## src/sdramPkg.sv

```systemverilog
`default_nettype none

package sdramPkg;

	//////////////////////////////
	// widths
	typedef logic [31:0] cpuAddrT;	// 68000 address bus
	typedef logic [15:0] dataWordT;	// one SDRAM / CPU data word
	typedef logic [12:0] rowAddrT;	// row address, also the A12..A0 pins
	typedef logic [9:0] colAddrT;	// column address
	typedef logic [1:0] bankAddrT;	// BA1..BA0

	// pin pattern CKE, CS_L, RAS_L, CAS_L, WE_L
	typedef enum logic [4:0] {
		PoweringUp = 5'b00000,	// CKE and CS low during the power-up wait
		Nop = 5'b10111,
		AutoRefresh = 5'b10001,
		BankActivate = 5'b10011,	// row on A12..A0
		PrechargeAll = 5'b10010,	// needs A10 high
		ModeRegisterSet = 5'b10000,
		ReadCmd = 5'b10101,	// A10 high gives auto precharge
		WriteCmd = 5'b10100
	} sdramCmdT;

	typedef struct packed {
		logic write;	// 1 for a CPU write
		bankAddrT bank;
		rowAddrT row;
		colAddrT col;
		dataWordT data;	// write data, whole word
	} memReqT;

	typedef struct packed {
		sdramCmdT cmd;
		rowAddrT addr;
		bankAddrT bank;
	} sdramBusT;

	//////////////////////////////
	// timing, in clocks
	localparam logic [15:0] PowerUpCycles = 16'd8;	// short for simulation
	localparam logic [15:0] InitRefreshWindow = 16'd40;
	localparam logic [15:0] InitRefreshSpacing = 16'd3;
	localparam logic [15:0] RefreshInterval = 16'd375;	// 7.5 us at 50 MHz
	localparam logic [15:0] CasLatency = 16'd2;
	localparam logic [12:0] ModeRegisterValue = 13'h220;	// burst 1, CL 2, single write

	// CPU address map
	localparam int BankHi = 25;
	localparam int BankLo = 24;
	localparam int RowHi = 23;
	localparam int RowLo = 11;
	localparam int ColHi = 10;
	localparam int ColLo = 1;	// A0 unused on a word bus
	localparam int AutoPrechargeBit = 10;

endpackage

`default_nettype wire

```

## src/cpuBusPort.sv

```systemverilog
`timescale 1ns/1ns
`default_nettype none

module cpuBusPort (
	input wire logic Clock,
	input wire logic Reset_L,
	input wire sdramPkg::cpuAddrT Address,
	input wire sdramPkg::dataWordT DataIn,
	input wire logic UDS_L,
	input wire logic LDS_L,
	input wire logic DramSelect_L,
	input wire logic WE_L,
	input wire logic AS_L,
	output sdramPkg::memReqT memReq,
	output logic memReqValid,
	input wire logic memAck,
	input wire sdramPkg::dataWordT readData,
	output logic Dtack_L,
	output sdramPkg::dataWordT DataOut
);
	import sdramPkg::*;

	typedef enum logic [1:0] {
		PortIdle,	// no bus cycle for us
		PortWait,	// request out, waiting for the sequencer
		PortHold,	// Dtack low until the strobes go away
		PortRelease	// waiting for memAck to fall
	} portStateT;

	portStateT state;
	logic cycleStart;

	// a write waits for a strobe so DataIn is valid
	assign cycleStart = !DramSelect_L && !AS_L && (WE_L || !UDS_L || !LDS_L);

	always_ff @(posedge Clock or negedge Reset_L) begin
		if (!Reset_L) begin
			state <= PortIdle;
			memReqValid <= 1'b0;
			Dtack_L <= 1'b1;
		end else begin
			case (state)
				PortIdle: if (cycleStart) begin
					memReqValid <= 1'b1;	// phase 1
					state <= PortWait;
				end
				PortWait: if (memAck) begin
					Dtack_L <= 1'b0;	// access done, end the bus cycle
					state <= PortHold;
				end
				PortHold: if (UDS_L && LDS_L) begin
					Dtack_L <= 1'b1;
					memReqValid <= 1'b0;	// phase 3
					state <= PortRelease;
				end
				PortRelease: if (!memAck)
					state <= PortIdle;	// phase 4 seen
				default: state <= PortIdle;
			endcase
		end
	end

	always_ff @(posedge Clock) begin
		if (state == PortIdle && cycleStart) begin
			memReq.write <= !WE_L;
			memReq.bank <= Address[BankHi:BankLo];
			memReq.row <= Address[RowHi:RowLo];
			memReq.col <= Address[ColHi:ColLo];
			memReq.data <= DataIn;
		end
		if (state == PortWait && memAck && !memReq.write)
			DataOut <= readData;	// held for the rest of the bus cycle
	end

	memReqStable: assert property (@(posedge Clock) disable iff (!Reset_L)
		memReqValid |=> !memReqValid || $stable(memReq))
		else $error("memReq changed while memReqValid high");

endmodule

`default_nettype wire

```

## config.mk

```make
export PLATFORM = sky130hd
export DESIGN_NAME = cpuBusPort
export DESIGN_NICKNAME = d
export VERILOG_FILES = /design/src/sdramPkg.sv /design/src/cpuBusPort.sv
export SDC_FILE = /design/constraint.sdc
export NUM_CORES = 1
export LEC_CHECK = 0
export BUFFER_PORTS_ARGS = -buffer_cell sky130_fd_sc_hd__buf_4
export CAP_MARGIN = 20
export CELL_PAD_IN_SITES_DETAIL_PLACEMENT = 2
export CELL_PAD_IN_SITES_GLOBAL_PLACEMENT = 2
export CORE_MARGIN = 5
export CORE_UTILIZATION = 24
export DETAILED_ROUTE_END_ITERATION = 12
export GPL_TIMING_DRIVEN = 1
export PLACE_DENSITY = 0.86
export SYNTH_ARGS = -nofsm -noshare
export SYNTH_HDL_FRONTEND = slang
export SYNTH_SLANG_ARGS = --single-unit
```

## constraint.sdc

```tcl
create_clock -name Clock -period 3 [get_ports Clock]
set_input_delay 0.15 -clock Clock [delete_from_list [all_inputs] [get_ports Clock]]
set_output_delay 0.15 -clock Clock [all_outputs]
set_load 0.1 [all_outputs]
```

==> impl_metrics.env <==
export IMPL_status="complete, no violations"
export IMPL_endpoint_kind="register"
export IMPL_setup_violations=0
export IMPL_io_pins=132
export IMPL_min_path_cells=2
export IMPL_htreeDepth=3
export IMPL_ant_nets=0
export IMPL_fin_nets=358
export IMPL_clk_pin_slew_ns=0.07
export IMPL_final_common_cell="buf_4"
export IMPL_grt_pass1_vias=1901
export IMPL_grt_pass1_wl_um=11100
export IMPL_clockBufferDepth=2
export IMPL_synth_seq_cells=62
export IMPL_yosys_warnings=0
export IMPL_port_buffers=124
export IMPL_cp_required_ns=3.02
export IMPL_worstSkewPairLatency_ns=0.32
export IMPL_initial_utilization_pct=24.6
export IMPL_synth_top_area_share_pct=86.1
export IMPL_cts_hold_buffers=58
export IMPL_cts_root_buffer="clkbuf_8"
export IMPL_fin_cells=392
export IMPL_drt_pass1_iterations=4
export IMPL_setup_slack_ns=1.14
export IMPL_post_cts_repair_setup_buffers=0
export IMPL_p_leak_nw=1.61
export IMPL_grt_use_total_pct=15.2
export IMPL_power_density_nw_per_um2=714
export IMPL_wl_per_cell_um=19.5
export IMPL_syn_area_per_cell_um2=23.3
export IMPL_core_um2=8220
export IMPL_synth_ff_type="edfxtp_1"
export IMPL_min_period_ns=1.86
export IMPL_finClkSkew_ns=0.00888
export IMPL_cts_buffers=9
export IMPL_synth_edf_count=58
export IMPL_dp_hpwl_um=4780
export IMPL_arrival_ns=1.88
export IMPL_gr_total_overflow=0
export IMPL_p_total_mw=2.79
export IMPL_rsz0062_at_grt="no"
export IMPL_maxSlewViolCount=0
export IMPL_synth_seq_area_share_pct=91.1
export IMPL_diodes=0
export IMPL_r2r_start="state[0]$_DFFE_PN0P_"
export IMPL_hp_start="WE_L"
export IMPL_yosysUniqueCellTypes=19
export IMPL_dieHeight_um=102
export IMPL_syn_num_nets=163
export IMPL_wl_um=7630
export IMPL_hold_viol_final=0
export IMPL_ff2ff_path_depth=5
export IMPL_post_route_cell_area_um2=3900
export IMPL_clock_sinks=62
export IMPL_timing_fmax_mhz=539
export IMPL_crit_fanout=28
export IMPL_cts_resized=0
export IMPL_final_cell_mix="buf_4 (125), edfxtp_1 (58), dlygate4sd3_1 (58)"
export IMPL_syn_cell_area_um2=2020
export IMPL_holdCritPathClass="in2reg"
export IMPL_crit_path_start_kind="register"
export IMPL_area_delta_synth_final_pct=92.7
export IMPL_antenna_found_initial=0
export IMPL_dp_cells=318
export IMPL_die_w_um=102
export IMPL_place_area_um2=3120
export IMPL_finalSetupTns_ns=0
export IMPL_final_period_utilization_pct=61.9
export IMPL_drt_initial_drc_count=32
export IMPL_crit_type="reg2reg"
export IMPL_drv_cap=0
export IMPL_synth_area_leaders="edfxtp_1 (86%), dfrtp_1 (3.7%), ha_1 (2.5%)"
export IMPL_worst_pin_slew_ns=0.492
export IMPL_place_ws_ns=1.13
export IMPL_vias=1551
export IMPL_netlist_instances=87
export IMPL_rows=33
export IMPL_cts_tree="done"
export IMPL_via_per_inst=3.96
export IMPL_cp_startpoint="state[0]$_DFFE_PN0P_"
export IMPL_yosys_area_top_type="edfxtp_1"
export IMPL_die_area_um2=10400
export IMPL_globalplace_congestion=0.686
export IMPL_async_flop_share_pct=6.45
export IMPL_ir_drop_mv=0.428
export IMPL_drive_gt1_share_pct=51.2
export IMPL_slew_headroom_pct=67.1
export IMPL_drc_errors=0
export IMPL_grt_start_max_net_pins=29
metal layers:
metal | vias to the layer above | wire length, um | GRT usage (%)
li1 | 728 | - | -
met2 | 66 | 4670 | 31.6
met1 | 751 | 2370 | 13.5
met4 | 0 | 128 | 5.95
met3 | 6 | 463 | 3.82
met5 | - | 0 | 0
through the flow:
stage	utilization [%]	hold slack [ns]
6_report	47.4	0.105
5_1_grt	47.4	0.0887
4_1_cts	47.4	0.0824
3_5_place_dp	38.0	-0.0487
3_3_place_gp	38.0	-0.0489
2_1_floorplan	-	-0.146
synth_stat cells (3+ instances only):
cell      count
dfrtp_1       3
inv_1         4
edfxtp_1     58
nor2_1        4
ha_1          4
area by class of cell:
cell class / count / area (um^2)
multi-input cells: 21 / 173
inverters: 4 / 15.0
clock buffers: 9 / 124
well taps: 105 / 131
flip-flops and latches: 62 / 1840
repair buffers: 184 / 1540
fillers: 776 / 4320
clock inverters: 7 / 73.8
worst max-delay path, cell delays in order, from the launching register on:
cell     delay (ns)
dfrtp_1        0.42
inv_1          0.10
ha_1           0.24
inv_1          0.10
nor2_4         0.42
buf_12         0.26
cell families after synthesis:
logic type | Yosys count | share of synthesized area (%)
muxes | 1 | 0.557
adders and majority gates | 4 | 2.47
and+or+nand+nor | 8 | 1.86
AOI/OAI and AO/OA | 8 | 3.28
DFF | 62 | 91.1
buffers and inverters | 4 | 0.742
where the power goes:
group	total, mW	switching (mW)	internal [mW]	leakage (nW)
combinational	0.956	0.683	0.273	0.937
clock	0.726	0.340	0.386	0.0948
sequential	1.10	0.0444	1.06	0.574
sequential cells by signal (all words and copies together) (netlist names):
signal       count
memReq          42
DataOut         16
state            2
Dtack_L          1
memReqValid      1
final timing paths:
kind | slack [ns] | endpoint
worst max-delay path | 1.14 | memReq[8]$_DFFE_PP_
worst min-delay path | 0.10 | memReq[41]$_DFFE_PP_
worst max register to register | 1.14 | memReq[8]$_DFFE_PP_
worst min register to register | 0.55 | state[1]$_DFFE_PN0P_
max in group asynchronous | 2.65 | Dtack_L$_DFFE_PN1P_
min in group asynchronous | 0.15 | memReqValid$_DFFE_PN0P_
Note: power is estimated with default switching activity, not from simulation.
