$ cat config.mk
export PLATFORM = sky130hd
export DESIGN_NAME = sdramSequencer
export DESIGN_NICKNAME = d
export VERILOG_FILES = /design/src/sdramPkg.sv /design/src/sdramSequencer.sv
export SDC_FILE = /design/constraint.sdc
export NUM_CORES = 1
export LEC_CHECK = 0
export ABC_AREA = 1
export BUFFER_PORTS_ARGS = -buffer_cell sky130_fd_sc_hd__buf_2
export CORE_ASPECT_RATIO = 0.9
export CORE_UTILIZATION = 30
export DETAILED_ROUTE_END_ITERATION = 16
export PLACE_DENSITY = 0.61
export SYNTH_ARGS = -nofsm -noshare
export SYNTH_HDL_FRONTEND = slang
export SYNTH_SLANG_ARGS = --single-unit
$ cat constraint.sdc
create_clock -name Clock -period 4.7 [get_ports Clock]
set_clock_uncertainty 0.2 [all_clocks]
set_input_delay 0 -clock Clock [delete_from_list [all_inputs] [get_ports Clock]]
set_output_delay 0 -clock Clock [all_outputs]
set_load 0.05 [all_outputs]
$ cat src/sdramPkg.sv
`default_nettype none

package sdramPkg;

	//////////////////////////////
	// widths
	typedef logic [31:0] cpuAddrT;	// 68000 address bus
	typedef logic [15:0] dataWordT;	// one SDRAM / CPU data word
	typedef logic [12:0] rowAddrT;	// row address, also the A12..A0 pins
	typedef logic [9:0] colAddrT;	// column address
	typedef logic [1:0] bankAddrT;	// BA1..BA0

	// pin pattern CKE, CS_L, RAS_L, CAS_L, WE_L
	typedef enum logic [4:0] {
		PoweringUp = 5'b00000,	// CKE and CS low during the power-up wait
		Nop = 5'b10111,
		AutoRefresh = 5'b10001,
		BankActivate = 5'b10011,	// row on A12..A0
		PrechargeAll = 5'b10010,	// needs A10 high
		ModeRegisterSet = 5'b10000,
		ReadCmd = 5'b10101,	// A10 high gives auto precharge
		WriteCmd = 5'b10100
	} sdramCmdT;

	typedef struct packed {
		logic write;	// 1 for a CPU write
		bankAddrT bank;
		rowAddrT row;
		colAddrT col;
		dataWordT data;	// write data, whole word
	} memReqT;

	typedef struct packed {
		sdramCmdT cmd;
		rowAddrT addr;
		bankAddrT bank;
	} sdramBusT;

	//////////////////////////////
	// timing, in clocks
	localparam logic [15:0] PowerUpCycles = 16'd8;	// short for simulation
	localparam logic [15:0] InitRefreshWindow = 16'd40;
	localparam logic [15:0] InitRefreshSpacing = 16'd3;
	localparam logic [15:0] RefreshInterval = 16'd375;	// 7.5 us at 50 MHz
	localparam logic [15:0] CasLatency = 16'd2;
	localparam logic [12:0] ModeRegisterValue = 13'h220;	// burst 1, CL 2, single write

	// CPU address map
	localparam int BankHi = 25;
	localparam int BankLo = 24;
	localparam int RowHi = 23;
	localparam int RowLo = 11;
	localparam int ColHi = 10;
	localparam int ColLo = 1;	// A0 unused on a word bus
	localparam int AutoPrechargeBit = 10;

endpackage

`default_nettype wire

$ cat src/sdramSequencer.sv
`timescale 1ns/1ns
`default_nettype none

module sdramSequencer (
	input wire logic Clock,
	input wire logic Reset_L,
	input wire sdramPkg::memReqT memReq,
	input wire logic memReqValid,
	output logic memAck,
	output sdramPkg::dataWordT readData,
	output sdramPkg::sdramBusT cmdBus,
	output logic driveDq,
	output sdramPkg::dataWordT writeData,
	output logic latchRead,
	input wire sdramPkg::dataWordT dqCapture,
	output logic ResetOut_L
);
	import sdramPkg::*;

	typedef enum logic [3:0] {
		SeqPowerUp,
		SeqPrecharge,
		SeqRefreshWindow,	// init refreshes
		SeqModeSet,
		SeqIdle,
		SeqIdlePrecharge,
		SeqIdleRefresh,
		SeqRefreshNop,	// three NOPs for tRFC
		SeqActivate,
		SeqRead,
		SeqCasWait,
		SeqWrite,
		SeqRelease	// memAck high until memReqValid falls
	} seqStateT;

	seqStateT state;
	seqStateT nextState;
	logic [15:0] timer;
	logic [15:0] timerValue;
	logic timerLoad;
	logic timerDone;
	logic [15:0] refTimer;
	logic [15:0] refTimerValue;
	logic refTimerLoad;
	logic refTimerDone;

	assign readData = dqCapture;	// word latched on the falling edge
	assign writeData = memReq.data;
	assign timerDone = (timer == '0);
	assign refTimerDone = (refTimer == '0);

	//////////////////////////////
	// general and refresh timers count down and stop at 0
	always_ff @(posedge Clock or negedge Reset_L) begin
		if (!Reset_L) begin
			timer <= PowerUpCycles;	// power-up wait starts straight out of reset
			refTimer <= '0;
		end else begin
			if (timerLoad)
				timer <= timerValue;
			else if (!timerDone)
				timer <= timer - 16'd1;
			if (refTimerLoad)
				refTimer <= refTimerValue;
			else if (!refTimerDone)
				refTimer <= refTimer - 16'd1;
		end
	end

	always_ff @(posedge Clock or negedge Reset_L) begin
		if (!Reset_L) begin
			state <= SeqPowerUp;
			memAck <= 1'b0;
			ResetOut_L <= 1'b0;
		end else begin
			state <= nextState;
			memAck <= (nextState == SeqRelease);
			if (state == SeqIdle && timerDone)
				ResetOut_L <= 1'b1;	// tMRD over so the CPU may run
		end
	end

	//////////////////////////////
	// next state and command
	always_comb begin
		nextState = state;
		cmdBus.cmd = Nop;
		cmdBus.addr = '0;
		cmdBus.bank = '0;
		driveDq = 1'b0;
		latchRead = 1'b0;
		timerLoad = 1'b0;
		timerValue = '0;
		refTimerLoad = 1'b0;
		refTimerValue = '0;

		case (state)
			SeqPowerUp: begin
				cmdBus.cmd = PoweringUp;	// CKE held low
				if (timerDone)
					nextState = SeqPrecharge;
			end
			SeqPrecharge: begin
				cmdBus.cmd = PrechargeAll;
				cmdBus.addr[AutoPrechargeBit] = 1'b1;
				timerLoad = 1'b1;
				timerValue = InitRefreshWindow;
				refTimerLoad = 1'b1;
				refTimerValue = InitRefreshSpacing;	// tRP before the first refresh
				nextState = SeqRefreshWindow;
			end
			SeqRefreshWindow: begin
				if (timerDone)
					nextState = SeqModeSet;
				else if (refTimerDone && timer > InitRefreshSpacing) begin
					cmdBus.cmd = AutoRefresh;	// none near the end keeps tRFC
					refTimerLoad = 1'b1;
					refTimerValue = InitRefreshSpacing;
				end
			end
			SeqModeSet: begin
				cmdBus.cmd = ModeRegisterSet;
				cmdBus.addr = ModeRegisterValue;
				timerLoad = 1'b1;
				timerValue = 16'd2;	// tMRD
				refTimerLoad = 1'b1;
				refTimerValue = RefreshInterval;
				nextState = SeqIdle;
			end
			SeqIdle: begin
				if (refTimerDone)
					nextState = SeqIdlePrecharge;	// refresh wins over a waiting access
				else if (memReqValid && timerDone)
					nextState = SeqActivate;
			end
			SeqIdlePrecharge: begin
				cmdBus.cmd = PrechargeAll;
				cmdBus.addr[AutoPrechargeBit] = 1'b1;
				nextState = SeqIdleRefresh;
			end
			SeqIdleRefresh: begin
				cmdBus.cmd = AutoRefresh;
				timerLoad = 1'b1;
				timerValue = InitRefreshSpacing - 16'd1;	// 3 NOPs as in the init window
				refTimerLoad = 1'b1;
				refTimerValue = RefreshInterval;
				nextState = SeqRefreshNop;
			end
			SeqRefreshNop: if (timerDone)
				nextState = SeqIdle;
			SeqActivate: begin
				cmdBus.cmd = BankActivate;
				cmdBus.addr = memReq.row;
				cmdBus.bank = memReq.bank;
				if (memReq.write) begin
					timerLoad = 1'b1;
					timerValue = 16'd1;	// one NOP before the write
					nextState = SeqWrite;
				end else begin
					nextState = SeqRead;
				end
			end
			SeqRead: begin
				cmdBus.cmd = ReadCmd;
				cmdBus.addr = {3'b000, memReq.col};
				cmdBus.addr[AutoPrechargeBit] = 1'b1;	// auto precharge
				cmdBus.bank = memReq.bank;
				timerLoad = 1'b1;
				timerValue = CasLatency;
				nextState = SeqCasWait;
			end
			SeqCasWait: if (timerDone) begin
				latchRead = 1'b1;	// data valid at this falling edge
				nextState = SeqRelease;
			end
			SeqWrite: if (timerDone) begin
				cmdBus.cmd = WriteCmd;
				cmdBus.addr = {3'b000, memReq.col};
				cmdBus.addr[AutoPrechargeBit] = 1'b1;
				cmdBus.bank = memReq.bank;
				driveDq = 1'b1;	// data goes out with the command
				nextState = SeqRelease;
			end
			SeqRelease: if (!memReqValid)
				nextState = SeqIdle;
			default: nextState = SeqPowerUp;
		endcase
	end

	ackOnlyWhileValid: assert property (@(posedge Clock) disable iff (!Reset_L)
		$rose(memAck) |-> memReqValid)
		else $error("memAck rose without a request");

	// DQ only goes out while a write request is pending
	noDriveOnRead: assert property (@(posedge Clock) disable iff (!Reset_L)
		driveDq |-> memReqValid && memReq.write)
		else $error("DQ driven during a read");

endmodule

`default_nettype wire

==> metrics.yaml, run 1 <==
ff2ff_path_depth: 8
syn_nets: 492
fp.dieArea_um2: 10300
tightest_slew_ns: 0.888
run_status: "completed"
ys_ff_latch: 38
grt_max_degree: 39
yosys.area_share.adder_pct: 0.842
finalCriticalPeriod_ns: 2.50
cp.arrival_ns: 2.30
setup_viol_count_final: 0
synth_seq_area_share_pct: 32.1
core_area_um2: 9660
netlist_area_um2: 2970
power.density_nw_per_um2: 189
worstSetupPathType: "register to output pin"
hold-worst-slack_ns: 0.160
startpoint: "timer[0]"
grt_usage_pct: 14.2
wl_um: 6920
first_pass_iters: 4
crit_required_ns: 4.50
critPathCaptureType: "output pin"
htree_levels: 2
rsz0062_at_grt: "false"
rows: 34
synth_top_family_by_area: "simple AND/OR/NAND/NOR gates"
cts_post_setup_buffers_inserted: 0
cts_buffer_depth: 2
avgViaCountPerCell: 4.46
cap_violations: 0
fin_nets: 548
post_drt_wl_per_cell_um: 11.3
dpl.hpwl_um: 5170
fin_setup_tns_ns: 0
final.period_utilization_pct: 53.1
r2r_start: "state[0]"
postCtsHoldBufs: 35
hold_path.class: "primary input to asynchronous set/reset pin"
grt_pass1_vias: 2644
cp-endpoint: "cmdBus[5]"
synth.distinct_cells: 36
yosysWarnings: 0
diodes: 0
r2r-end: "timer[0]"
cts_made_buffers: 5
relSlewSlack_pct: 40.8
boundaryPins: 117
dr.first_iter.drc_count: 69
area_delta_synth_final_pct: 19.3
cts.sinks: 38
r2r_slack_ns: 2.65
start_util_pct: 30.8
gp_congestion: 0.887
cts_tree: "done"
drc: 0
max_freq_ghz: 0.400
path_max_fanout: 10
antenna_found_initial: 0
synthMuxAreaShare_pct: 0
synth_xor_area_share_pct: 4.72
port_buffers: 51
p_leak_nw: 2.03
chipWidth_um: 107
irDropWorstVdd_mv: 0.0921
clk_pin_slew_ns: 0.08
final-hold-violation-count: 0
vias: 2729
drive_gt1_share_pct: 21.2
grt_pass1_wl_um: 11700
grt_overflow_total: 0
worst_setup_path_start_kind: "register"
yosys.area_share.simple_pct: 39.8
cts-root-buf: "clkbuf_8"
synth_compound_area_share_pct: 5.39
syn-instance-count: 429
synth.avg_cell_area_um2: 6.92
cts_resized: 0
clock_latency_ns: 0.30
ant_nets: 0
dieHeight_um: 96.4
maxSlewViolCount: 0
==> registers in the layout (all words and copies together) (netlist names) <==
name,flops
refTimer,16
ResetOut_L,1
timer,16
memAck,1
state,4
==> logic make-up (layout without fill, tap and decap cells) <==
| kind of cell | Yosys count | after routing |
|---|---|---|
| xor+xnor | 16 | 16 |
| simple gates | 249 | 249 |
| other cells | 1 | 1 |
| flops | 38 | 38 |
| buf+inv | 94 | 151 |
| fa+ha+maj | 2 | 2 |
| compound gates | 29 | 29 |
==> cells in the mapped netlist <==
library cell  instances  share of area (%)
buf_4                33                8.3
nand2_1             112                 14
buf_2                 1               0.17
buf_6                 3                1.1
inv_4                 2               0.42
and2_1                1               0.21
inv_1                49                6.2
nor3_2                5                1.7
nand3_2               3                1.0
a31oi_1               1               0.21
nand3_4               1               0.59
and2_4                1               0.29
o21ai_1               1               0.17
a21boi_0              2               0.51
nand2_4               2               0.76
dfstp_2               1               0.88
nor2_1               65                8.2
nand3_1              26                4.4
o21ai_0               9                1.5
xnor2_1               3               0.88
nand4_1               4               0.84
nor2_8                2                1.3
nor3_1                7                1.2
inv_2                 6               0.76
conb_1                1               0.13
xor2_1               13                3.8
nand2_8               1               0.67
ha_1                  2               0.84
a21oi_1              13                2.2
a21oi_2               1               0.29
nand2_2              10                2.1
nor2_2                6                1.3
nor2_4                3                1.1
dfrtp_1              37                 31
a21o_1                1               0.25
o21bai_1              1               0.25
==> metal layers <==
layer	track usage, %	wire [µm]	vias to the layer above
li1	-	-	1398
met1	18.5	3370	1218
met5	0	0	-
met3	2.55	334	2
met4	3.08	24	0
met2	24.8	3200	111
==> area by class of cell <==
| class | instances | area, µm² |
|---|---|---|
| flip-flops and latches | 38 | 952 |
| clock inverters | 2 | 12.5 |
| inverters | 57 | 219 |
| multi-input cells | 297 | 1510 |
| fillers | 1033 | 6110 |
| repair buffers | 86 | 606 |
| clock buffers | 6 | 82.6 |
| well taps | 126 | 158 |
==> cells in the final DEF (no fill, tap or decap), types with 5 or more instances in the layout <==
| cell type | instances |
|---|---|
| nor3_2 | 5 |
| nor2_2 | 6 |
| inv_2 | 6 |
| nand2_2 | 10 |
| clkbuf_8 | 6 |
| nand2_1 | 112 |
| nor3_1 | 7 |
| dlygate4sd3_1 | 35 |
| nor2_1 | 65 |
| a21oi_1 | 13 |
| xor2_1 | 13 |
| dfrtp_1 | 37 |
| o21ai_0 | 9 |
| nand3_1 | 26 |
| inv_1 | 49 |
| buf_2 | 51 |
==> worst min-delay path by stage <==
stage,endpoint,slack [ns],cells past startpoint
3_3_place_gp,writeData[12],-0.20,0
5_1_grt,cmdBus[14],0.20,4
2_1_floorplan,ResetOut_L,-0.50,0
6_report,refTimer[13],0.16,2
3_5_place_dp,writeData[12],-0.20,0
4_1_cts,cmdBus[14],0.17,4
==> metrics by stage <==
| stage | util [%] | total power, W | instances | worst slack [ns] | instance area, µm² |
|---|---|---|---|---|---|
| finish | 36.7 | 0.000669 | 612 | 2.20 | 3540 |
| detailed placement | 32.1 | 0.000354 | 569 | 2.58 | 3100 |
| global placement | 32.1 | 0.000354 | 569 | 2.59 | 3100 |
| global route | 36.7 | 0.000694 | 612 | 2.01 | 3540 |
| floorplan | - | 0.000410 | 429 | 2.14 | 2970 |
| CTS | 36.7 | 0.000678 | 612 | 2.22 | 3540 |
==> worst max-delay path: stages (launching register included) <==
cell	delay, ns
dfrtp_1	0.39
inv_1	0.10
ha_1	0.22
nand2_1	0.13
nor2_2	0.19
nand2_4	0.12
inv_2	0.14
nand3_2	0.14
nand2_4	0.15
nand2_1	0.07
nand2_1	0.07
buf_2	0.26
==> power breakdown <==
part / internal, W / total [W] / switching (W)
registers: 0.000327 / 0.000327 / 0
clock network: 0.000118 / 0.000246 / 0.000127
logic: 0.0000281 / 0.0000962 / 0.0000680
No activity file was read; power rests on OpenSTA's default activity.
==> run 2, diff against run 1 <==
--- a/config.mk
+++ b/config.mk
@@ -5,12 +5,12 @@
 export SDC_FILE = /design/constraint.sdc
 export NUM_CORES = 1
 export LEC_CHECK = 0
-export ABC_AREA = 1
+export ABC_AREA = 0
 export BUFFER_PORTS_ARGS = -buffer_cell sky130_fd_sc_hd__buf_2
 export CORE_ASPECT_RATIO = 0.9
 export CORE_UTILIZATION = 30
 export DETAILED_ROUTE_END_ITERATION = 16
-export PLACE_DENSITY = 0.61
+export PLACE_DENSITY = 0.64
 export SYNTH_ARGS = -nofsm -noshare
 export SYNTH_HDL_FRONTEND = slang
 export SYNTH_SLANG_ARGS = --single-unit
==> constraint.sdc (replaced) <==
create_clock -name Clock -period 2.15 [get_ports Clock]
set_clock_uncertainty 0.2 [all_clocks]
set_input_delay 0 -clock Clock [delete_from_list [all_inputs] [get_ports Clock]]
set_output_delay 0 -clock Clock [all_outputs]
set_load 0.05 [all_outputs]
==> run 2 against run 1 <==
Compared with the run above: the run now ends with negative setup slack left; die area down 8.5%; critical path type is now register to register; critical path depth decreased by 7; routed wire length grew 5.1%; hold slack got worse by 0.017 ns; first-iteration DRC count grew 35%; core utilization is 9.9 points higher; synthesized cell count decreased by 25%.
==> metrics.yaml, run 2 <==
holdPathStages: 3
cp-endpoint: "refTimer[14]"
antenna_found_initial: 0  # unchanged
crit_buf_inv: 0  # -3
regArea_um2: 955  # +0.26%
grt_pass1_vias: 2573  # -2.7%
run_status: "finished, violations left"
vias: 2695  # -1.2%
p_leak_nw: 1.86  # -8.3%
final.period_utilization_pct: 103
netlist_area_um2: 2710  # -8.7%
clk_pin_slew_ns: 0.08  # about the same
fill_cells: 826  # -20%
cts_buffer_depth: 2  # unchanged
r2r_slack_ns: -0.06  # -2.71 ns
cts-root-buf: "clkbuf_8"
diodes: 0  # unchanged
maxSlewViolCount: 0  # unchanged
drive_gt1_share_pct: 38.4  # +17 points
dr.first_iter.drc_count: 93  # +35%
cp.arrival_ns: 2.22  # -0.08 ns
boundaryPins: 117  # unchanged
rsz0062_at_grt: "true"
final-hold-violation-count: 0  # unchanged
ys_top_cells_by_count: "44 x nor2_1, 37 x dfrtp_1, 33 x buf_4"
grt_overflow_total: 0  # unchanged
post_drt_wl_per_cell_um: 13.5  # +20%
multiInputGateArea_um2: 1670  # +10%
layout_setup_ws_ns: -0.0605  # -2.26 ns
start_util_pct: 31.2  # +0.46 points
grt_max_degree: 39  # unchanged
fp.dieArea_um2: 9430  # -8.5%
chipWidth_um: 102  # -4.4%
violations: "negative setup slack"
place_area_um2: 3240  # +4.6%
synth_edf_count: 0  # unchanged
ys_async_sr_fraction_pct: 100  # unchanged
worstSetupPathType: "register to register"
critPathCaptureType: "register"
finalCriticalPeriod_ns: 2.21
cts_tree: "done"
synth_most_common_cell: "nor2_1"
cp_cell_sequence: "or4_4, or4_4, or4b_1, a21oi_1"
clock_latency_ns: 0.29  # about the same
fin_area_um2: 4050  # +14%
slowest_delay_ns: 0.53  # +0.14 ns
hold_path.class: "primary input to output pin"
cts_made_buffers: 5  # unchanged
worst_setup_path_start_kind: "register"
ys.flop_type: "dfrtp_1"
syn-instance-count: 321  # -25%
htree_levels: 2  # unchanged
syn_nets: 384  # -22%
r2r_start: "refTimer[10]"
max_freq_ghz: 0.452
rows: 32  # -5.9%
critPathSlowestCell: "or4_4"
ant_nets: 0  # unchanged
fin_nets: 481  # -12%
ff2ff_path_depth: 4  # -4
gp_congestion: 0.816  # -8.0%
dpl.hpwl_um: 4860  # -6.1%
grt_usage_pct: 15.8  # +1.6 points
startpoint: "refTimer[10]"
layout_common_cells: "51 x buf_4, 42 x nor2_1, 35 x dfrtp_1, 35 x dlygate4sd3_1, 34 x buf_2"
relSlewSlack_pct: 41.9  # +1.1 points
cap_violations: 0  # unchanged
area_delta_synth_final_pct: 49.4
power.density_nw_per_um2: 376  # +99%
r2r-end: "refTimer[14]"
core_area_um2: 8690  # -10%
synth.avg_cell_area_um2: 8.45  # +22%
synth.distinct_cells: 60  # +67%
final_common_cell: "buf_4"
first_pass_iters: 5  # +1
yosysWarnings: 0  # unchanged
synth_seq_area_share_pct: 35.1  # +3.0 points
path_depth: 4  # -7
ys_ff_latch: 38  # unchanged
cp_top_family: "simple AND/OR/NAND/NOR gates"
tightest_slew_ns: 0.871  # -0.0165 ns
path_max_fanout: 2  # -8
yosys-top-cells-area: "dfrtp_1 34%, buf_4 9.1%, nor2_1 6.1%"
netlist.area_leader.share_pct: 34.1  # +3.0 points
largestRegisters: "refTimer: 16 flops, timer: 16 flops, state: 4 flops"
port_buffers: 51  # unchanged
cts.sinks: 38  # unchanged
avgViaCountPerCell: 5.01  # +12%
path_common_cell: "or4_4"
synth_top_cell_by_area: "dfrtp_1"
grt_pass1_wl_um: 11800  # +1.0%
fin_setup_tns_ns: -0.230  # -0.230 ns
setup_viol_count_final: 11  # +11
crit_required_ns: 2.16  # -2.34 ns
dieHeight_um: 92.2  # -4.3%
wl_um: 7280  # +5.1%
drc: 0  # unchanged
irDropWorstVdd_mv: 0.211  # +130%
-- run 2: cell types whose count changed in the layout (fill, tap and decap cells not counted), sizes merged, moves of 4 or more --
| cell | previous run | this run |
|---|---|---|
| a22o | 0 | 9 |
| inv | 57 | 8 |
| and2 | 2 | 6 |
| or4 | 0 | 6 |
| xnor2 | 3 | 9 |
| buf | 51 | 103 |
| nand3 | 30 | 12 |
| nor3 | 12 | 8 |
| nand2 | 125 | 22 |
| nor4 | 0 | 12 |
| nor2 | 76 | 44 |
-- run 2: how the worst min path moves through the flow --
stage	start	to	slack, ns
after global placement	dqCapture[11]	readData[11]	-0.20
after CTS	memReq[21]	cmdBus[7]	0.15
after floorplan	Reset_L	ResetOut_L	-0.50
after global routing	memReq[17]	cmdBus[3]	0.16
final	memReq[40]	cmdBus[1]	0.14
after detailed placement	dqCapture[11]	readData[11]	-0.20
-- run 2: worst min-delay path: cells and delay by family --
| kind | cells | cell delay, ns |
|---|---|---|
| buffers and inverters | 2 | 0.20 |
| AND/OR/NAND/NOR | 1 | 0.13 |
-- run 2: where the power goes --
part / leakage [nW] / total [W] / internal, W / switching, W
combinational: 1.29 / 0.000213 / 0.0000618 / 0.000152
sequential: 0.510 / 0.000714 / 0.000714 / 0
clock: 0.0579 / 0.000597 / 0.000342 / 0.000256
-- run 2: layer usage --
metal	vias up	track usage, %	wire [µm]
li1	1300	-	-
met1	1277	20.0	3110
met2	113	27.6	3690
met3	5	3.05	432
met4	0	3.21	50
met5	-	0	0
-- run 2: area by class of cell --
type	instances	share of cell area, %
Clock inverter	3	0.988
Tap cell	119	3.68
Timing Repair Buffer	138	28.2
Sequential cell	38	23.6
Inverter	8	0.741
Multi-Input combinational cell	227	41.2
Clock buffer	5	1.70
-- run 2: through the flow --
stage / util, % / worst slack, ns / power, W / instances / hold slack [ns]
4_1_cts: 45.1 / -0.0538 / 0.00155 / 537 / 0.147
5_1_grt: 46.6 / -0.135 / 0.00158 / 538 / 0.161
3_3_place_gp: 37.3 / -0.00977 / 0.000774 / 490 / -0.200
3_5_place_dp: 37.3 / -0.0413 / 0.000775 / 490 / -0.200
2_1_floorplan: - / -0.101 / 0.000895 / 321 / -0.496
6_report: 46.6 / -0.0605 / 0.00152 / 538 / 0.143
-- run 2: cell families (layout without fill, tap and decap cells) --
logic type      Yosys count  in the layout  synth area share, %
compound gates           63             63                 16.5
xor+xnor                 25             25                 8.07
fa+ha+maj                 2              2                0.922
buf+inv                  56            154                 12.6
flops                    38             38                 35.1
mux                       3              3                 1.11
other cells               1              1                0.138
simple gates            133            133                 25.6
-- run 2: repair_timing --
action,CTS,global route
pin swaps,7,11
resized for setup,53,25
buffers inserted,4,1
hold buffers,35,0
setup endpoints to repair,19,34
endpoints found under the hold margin,73,0
==> run 3, diff against run 2 <==
--- a/config.mk
+++ b/config.mk
@@ -8,9 +8,9 @@
 export ABC_AREA = 0
 export BUFFER_PORTS_ARGS = -buffer_cell sky130_fd_sc_hd__buf_2
 export CORE_ASPECT_RATIO = 0.9
-export CORE_UTILIZATION = 30
+export CORE_UTILIZATION = 44
 export DETAILED_ROUTE_END_ITERATION = 16
-export PLACE_DENSITY = 0.64
+export PLACE_DENSITY = 0.85
 export SYNTH_ARGS = -nofsm -noshare
 export SYNTH_HDL_FRONTEND = slang
 export SYNTH_SLANG_ARGS = --single-unit
==> run 3 against run 2 <==
Compared with the run above: the run ends with design-rule violations, negative setup slack left; worst setup slack got worse by 0.092 ns; cell count fell by 7.8%; non-clock buffer count rose by 7; sequential cell count did not move; critical path depth rose by 3; core utilization rose by 26 points; clock power fell by 14%; cell area rose by 4.4%; hold slack got worse by 0.0051 ns; first-iteration DRC count rose to 2.6 times the previous value; die area fell by 31%; maximum frequency fell by 4.0%; largest cell class unchanged.
==> metrics.yaml, run 3 (synthesized netlist as in run 2, its figures left out) <==
largestRegisters: "refTimer: 16 flops, timer: 16 flops, state: 4 flops"
antenna_found_initial: 0  # unchanged
clockPowerShare_pct: 35.5  # -3.7 points
dp.cells: 434  # -11%
dp_slack_ns: -0.0587  # -0.0174 ns
ant_nets: 0  # unchanged
gp_congestion: 0.892  # +9.4%
first_pass_iters: 11  # +6
multiInputGateArea_um2: 1820  # +9.4%
vias: 3136  # +16%
power.density_nw_per_um2: 343  # -8.9%
holdCritStartpoint: "memReq[23]"
start_util_pct: 46.6  # +15 points
fin_nets: 488  # +1.5%
p_leak_nw: 1.94  # +4.4%
r2r_slack_ns: -0.07  # about the same
maxSlewViolCount: 0  # unchanged
final_common_cell: "buf_4"
seq_power_share_pct: 49.3  # +2.5 points
rsz0062_at_grt: "true"
port_buffers: 51  # unchanged
wl_um: 10500  # +44%
hold_path.class: "primary input to output pin"
fill_cells: 338  # -59%
cts_made_buffers: 5  # unchanged
stdcell_count: 496  # -7.8%
core_area_um2: 5820  # -33%
chipWidth_um: 84.8  # -17%
critPathCaptureType: "output pin"
grt_max_degree: 39  # unchanged
post_drt_wl_per_cell_um: 21.2  # +57%
relSlewSlack_pct: 40.8  # -1.1 points
fp.dieArea_um2: 6480  # -31%
grt_pass1_vias: 3010  # +17%
dieHeight_um: 76.5  # -17%
cp.arrival_ns: 2.10  # -0.12 ns
avgViaCountPerCell: 6.32  # +26%
grt_overflow_total: 0  # unchanged
crit_required_ns: 1.95  # -0.21 ns
cap_violations: 0  # unchanged
hold-worst-slack_ns: 0.138  # -0.00511 ns
min_to: "cmdBus[9]"
run_status: "finished, violations left"
violations: "design-rule violations, negative setup slack"
clk_pin_slew_ns: 0.08  # about the same
p_int_w: 0.00104  # -7.3%
p_switching_w: 0.000414  # +1.7%
grt_pass1_wl_um: 14500  # +22%
cts.sinks: 38  # unchanged
htree_levels: 2  # unchanged
cts_tree: "done"
dr.first_iter.drc_count: 240  # +160%
power_frac_comb_pct: 15.2  # +1.2 points
layout_common_cells: "55 x buf_4, 40 x nor2_1, 35 x dlygate4sd3_1, 31 x buf_2, 30 x dfrtp_1"
p_sw_share_pct: 28.6  # +1.9 points
final.period_utilization_pct: 107  # +4.3 points
drc: 4  # +4
cts-root-buf: "clkbuf_8"
worstSetupPathType: "register to output pin"
area_delta_synth_final_pct: 55.9
tightest_slew_ns: 0.887  # +0.0159 ns
ff2ff_path_depth: 4  # unchanged
grt_usage_pct: 28.0  # +12 points
boundaryPins: 117  # unchanged
final-hold-violation-count: 0  # unchanged
path_max_fanout: 5  # +3
r2r-end: "refTimer[14]"
dpl.hpwl_um: 4860  # +0.14%
drive_gt1_share_pct: 44.4  # +5.9 points
finalCriticalPeriod_ns: 2.30  # +0.0917 ns
worst_setup_path_start_kind: "register"
holdPathStages: 3  # unchanged
rows: 26  # -19%
setup_viol_count_final: 26  # +15
irDropWorstVdd_mv: 0.207  # -1.8%
cts_buffer_depth: 2  # unchanged
clock_latency_ns: 0.29  # about the same
regArea_um2: 961  # +0.66%
diodes: 0  # unchanged
max_freq_ghz: 0.434  # -4.0%
layout_setup_ws_ns: -0.152  # -0.0917 ns
r2r_start: "refTimer[10]"
==> run 3: changes by cell type in the layout (fill, tap and decap cells not counted), moves of 3 or more <==
| cell | previous run | this run |
|---|---|---|
| dfrtp_1 | 35 | 30 |
| buf_4 | 51 | 55 |
| buf_6 | 10 | 14 |
| a21oi_2 | 0 | 3 |
| dfrtp_2 | 2 | 7 |
| a22o_4 | 1 | 8 |
| nor4_4 | 2 | 5 |
| a21oi_1 | 10 | 7 |
| a22o_2 | 7 | 0 |
| buf_2 | 34 | 31 |
==> run 3: power by group through the flow <==
stage	combinational (W)	clock [W]	sequential, W
finish	0.000221	0.000515	0.000714
global route	0.000228	0.000546	0.000714
CTS	0.000217	0.000515	0.000714
detailed placement	0.0000462	0	0.000728
global placement	0.0000457	0	0.000728
floorplan	0.000167	0	0.000728
==> run 3: layer usage <==
| metal | global-route usage, % | wire, µm | up-vias | part of all wire [%] |
|---|---|---|---|---|
| li1 | - | - | 1314 | - |
| met1 | 31.0 | 3630 | 1481 | 35 |
| met2 | 49.5 | 5190 | 253 | 49 |
| met3 | 5.31 | 829 | 88 | 7.9 |
| met4 | 17.3 | 860 | 0 | 8.2 |
| met5 | 0 | 0 | - | 0 |
==> run 3: how the worst max path moves through the flow <==
stage,startpoint,endpoint
floorplan,timer[8],cmdBus[10]
global placement,refTimer[10],refTimer[14]
detailed placement,timer[11],cmdBus[2]
CTS,refTimer[10],refTimer[14]
global route,timer[9],cmdBus[7]
finish,timer[9],cmdBus[7]
==> run 3: final cells by class <==
class	count	share of cell area, %
sequential	38	22.7
timing repair buffer	145	29.1
inverter	8	0.799
tap	70	2.07
multi-input combinational	227	43.1
clock inverter	1	0.118
clock buffer	7	2.04
==> run 3: timing repair <==
action / CTS / global route
hold endpoints to repair: 73 / 0
pin swaps: 7 / 20
hold buffers: 35 / 0
endpoints found under the setup margin: 22 / 40
buffers inserted: 8 / 10
cloned: 1 / 0
resized for setup: 75 / 53
==> run 3: critical path: stages (launching register included) <==
cell and delay [ns]:
dfrtp_1 0.43, nor4_4 0.42, and2_4 0.26, nand2_4 0.07
a21oi_4 0.16, buf_6 0.16, o2bb2ai_2 0.12, buf_6 0.18
==> run 3: through the flow <==
step,total power [W],area (µm²),util [%],TNS (ns)
CTS,0.00145,3930,67.5,-0.0305
floorplan,0.000895,2770,-,-1.11
finish,0.00145,4230,72.6,-1.83
detailed placement,0.000774,3120,53.5,-0.510
global route,0.00149,4230,72.6,-5.85
global placement,0.000774,3120,53.5,-0.0272
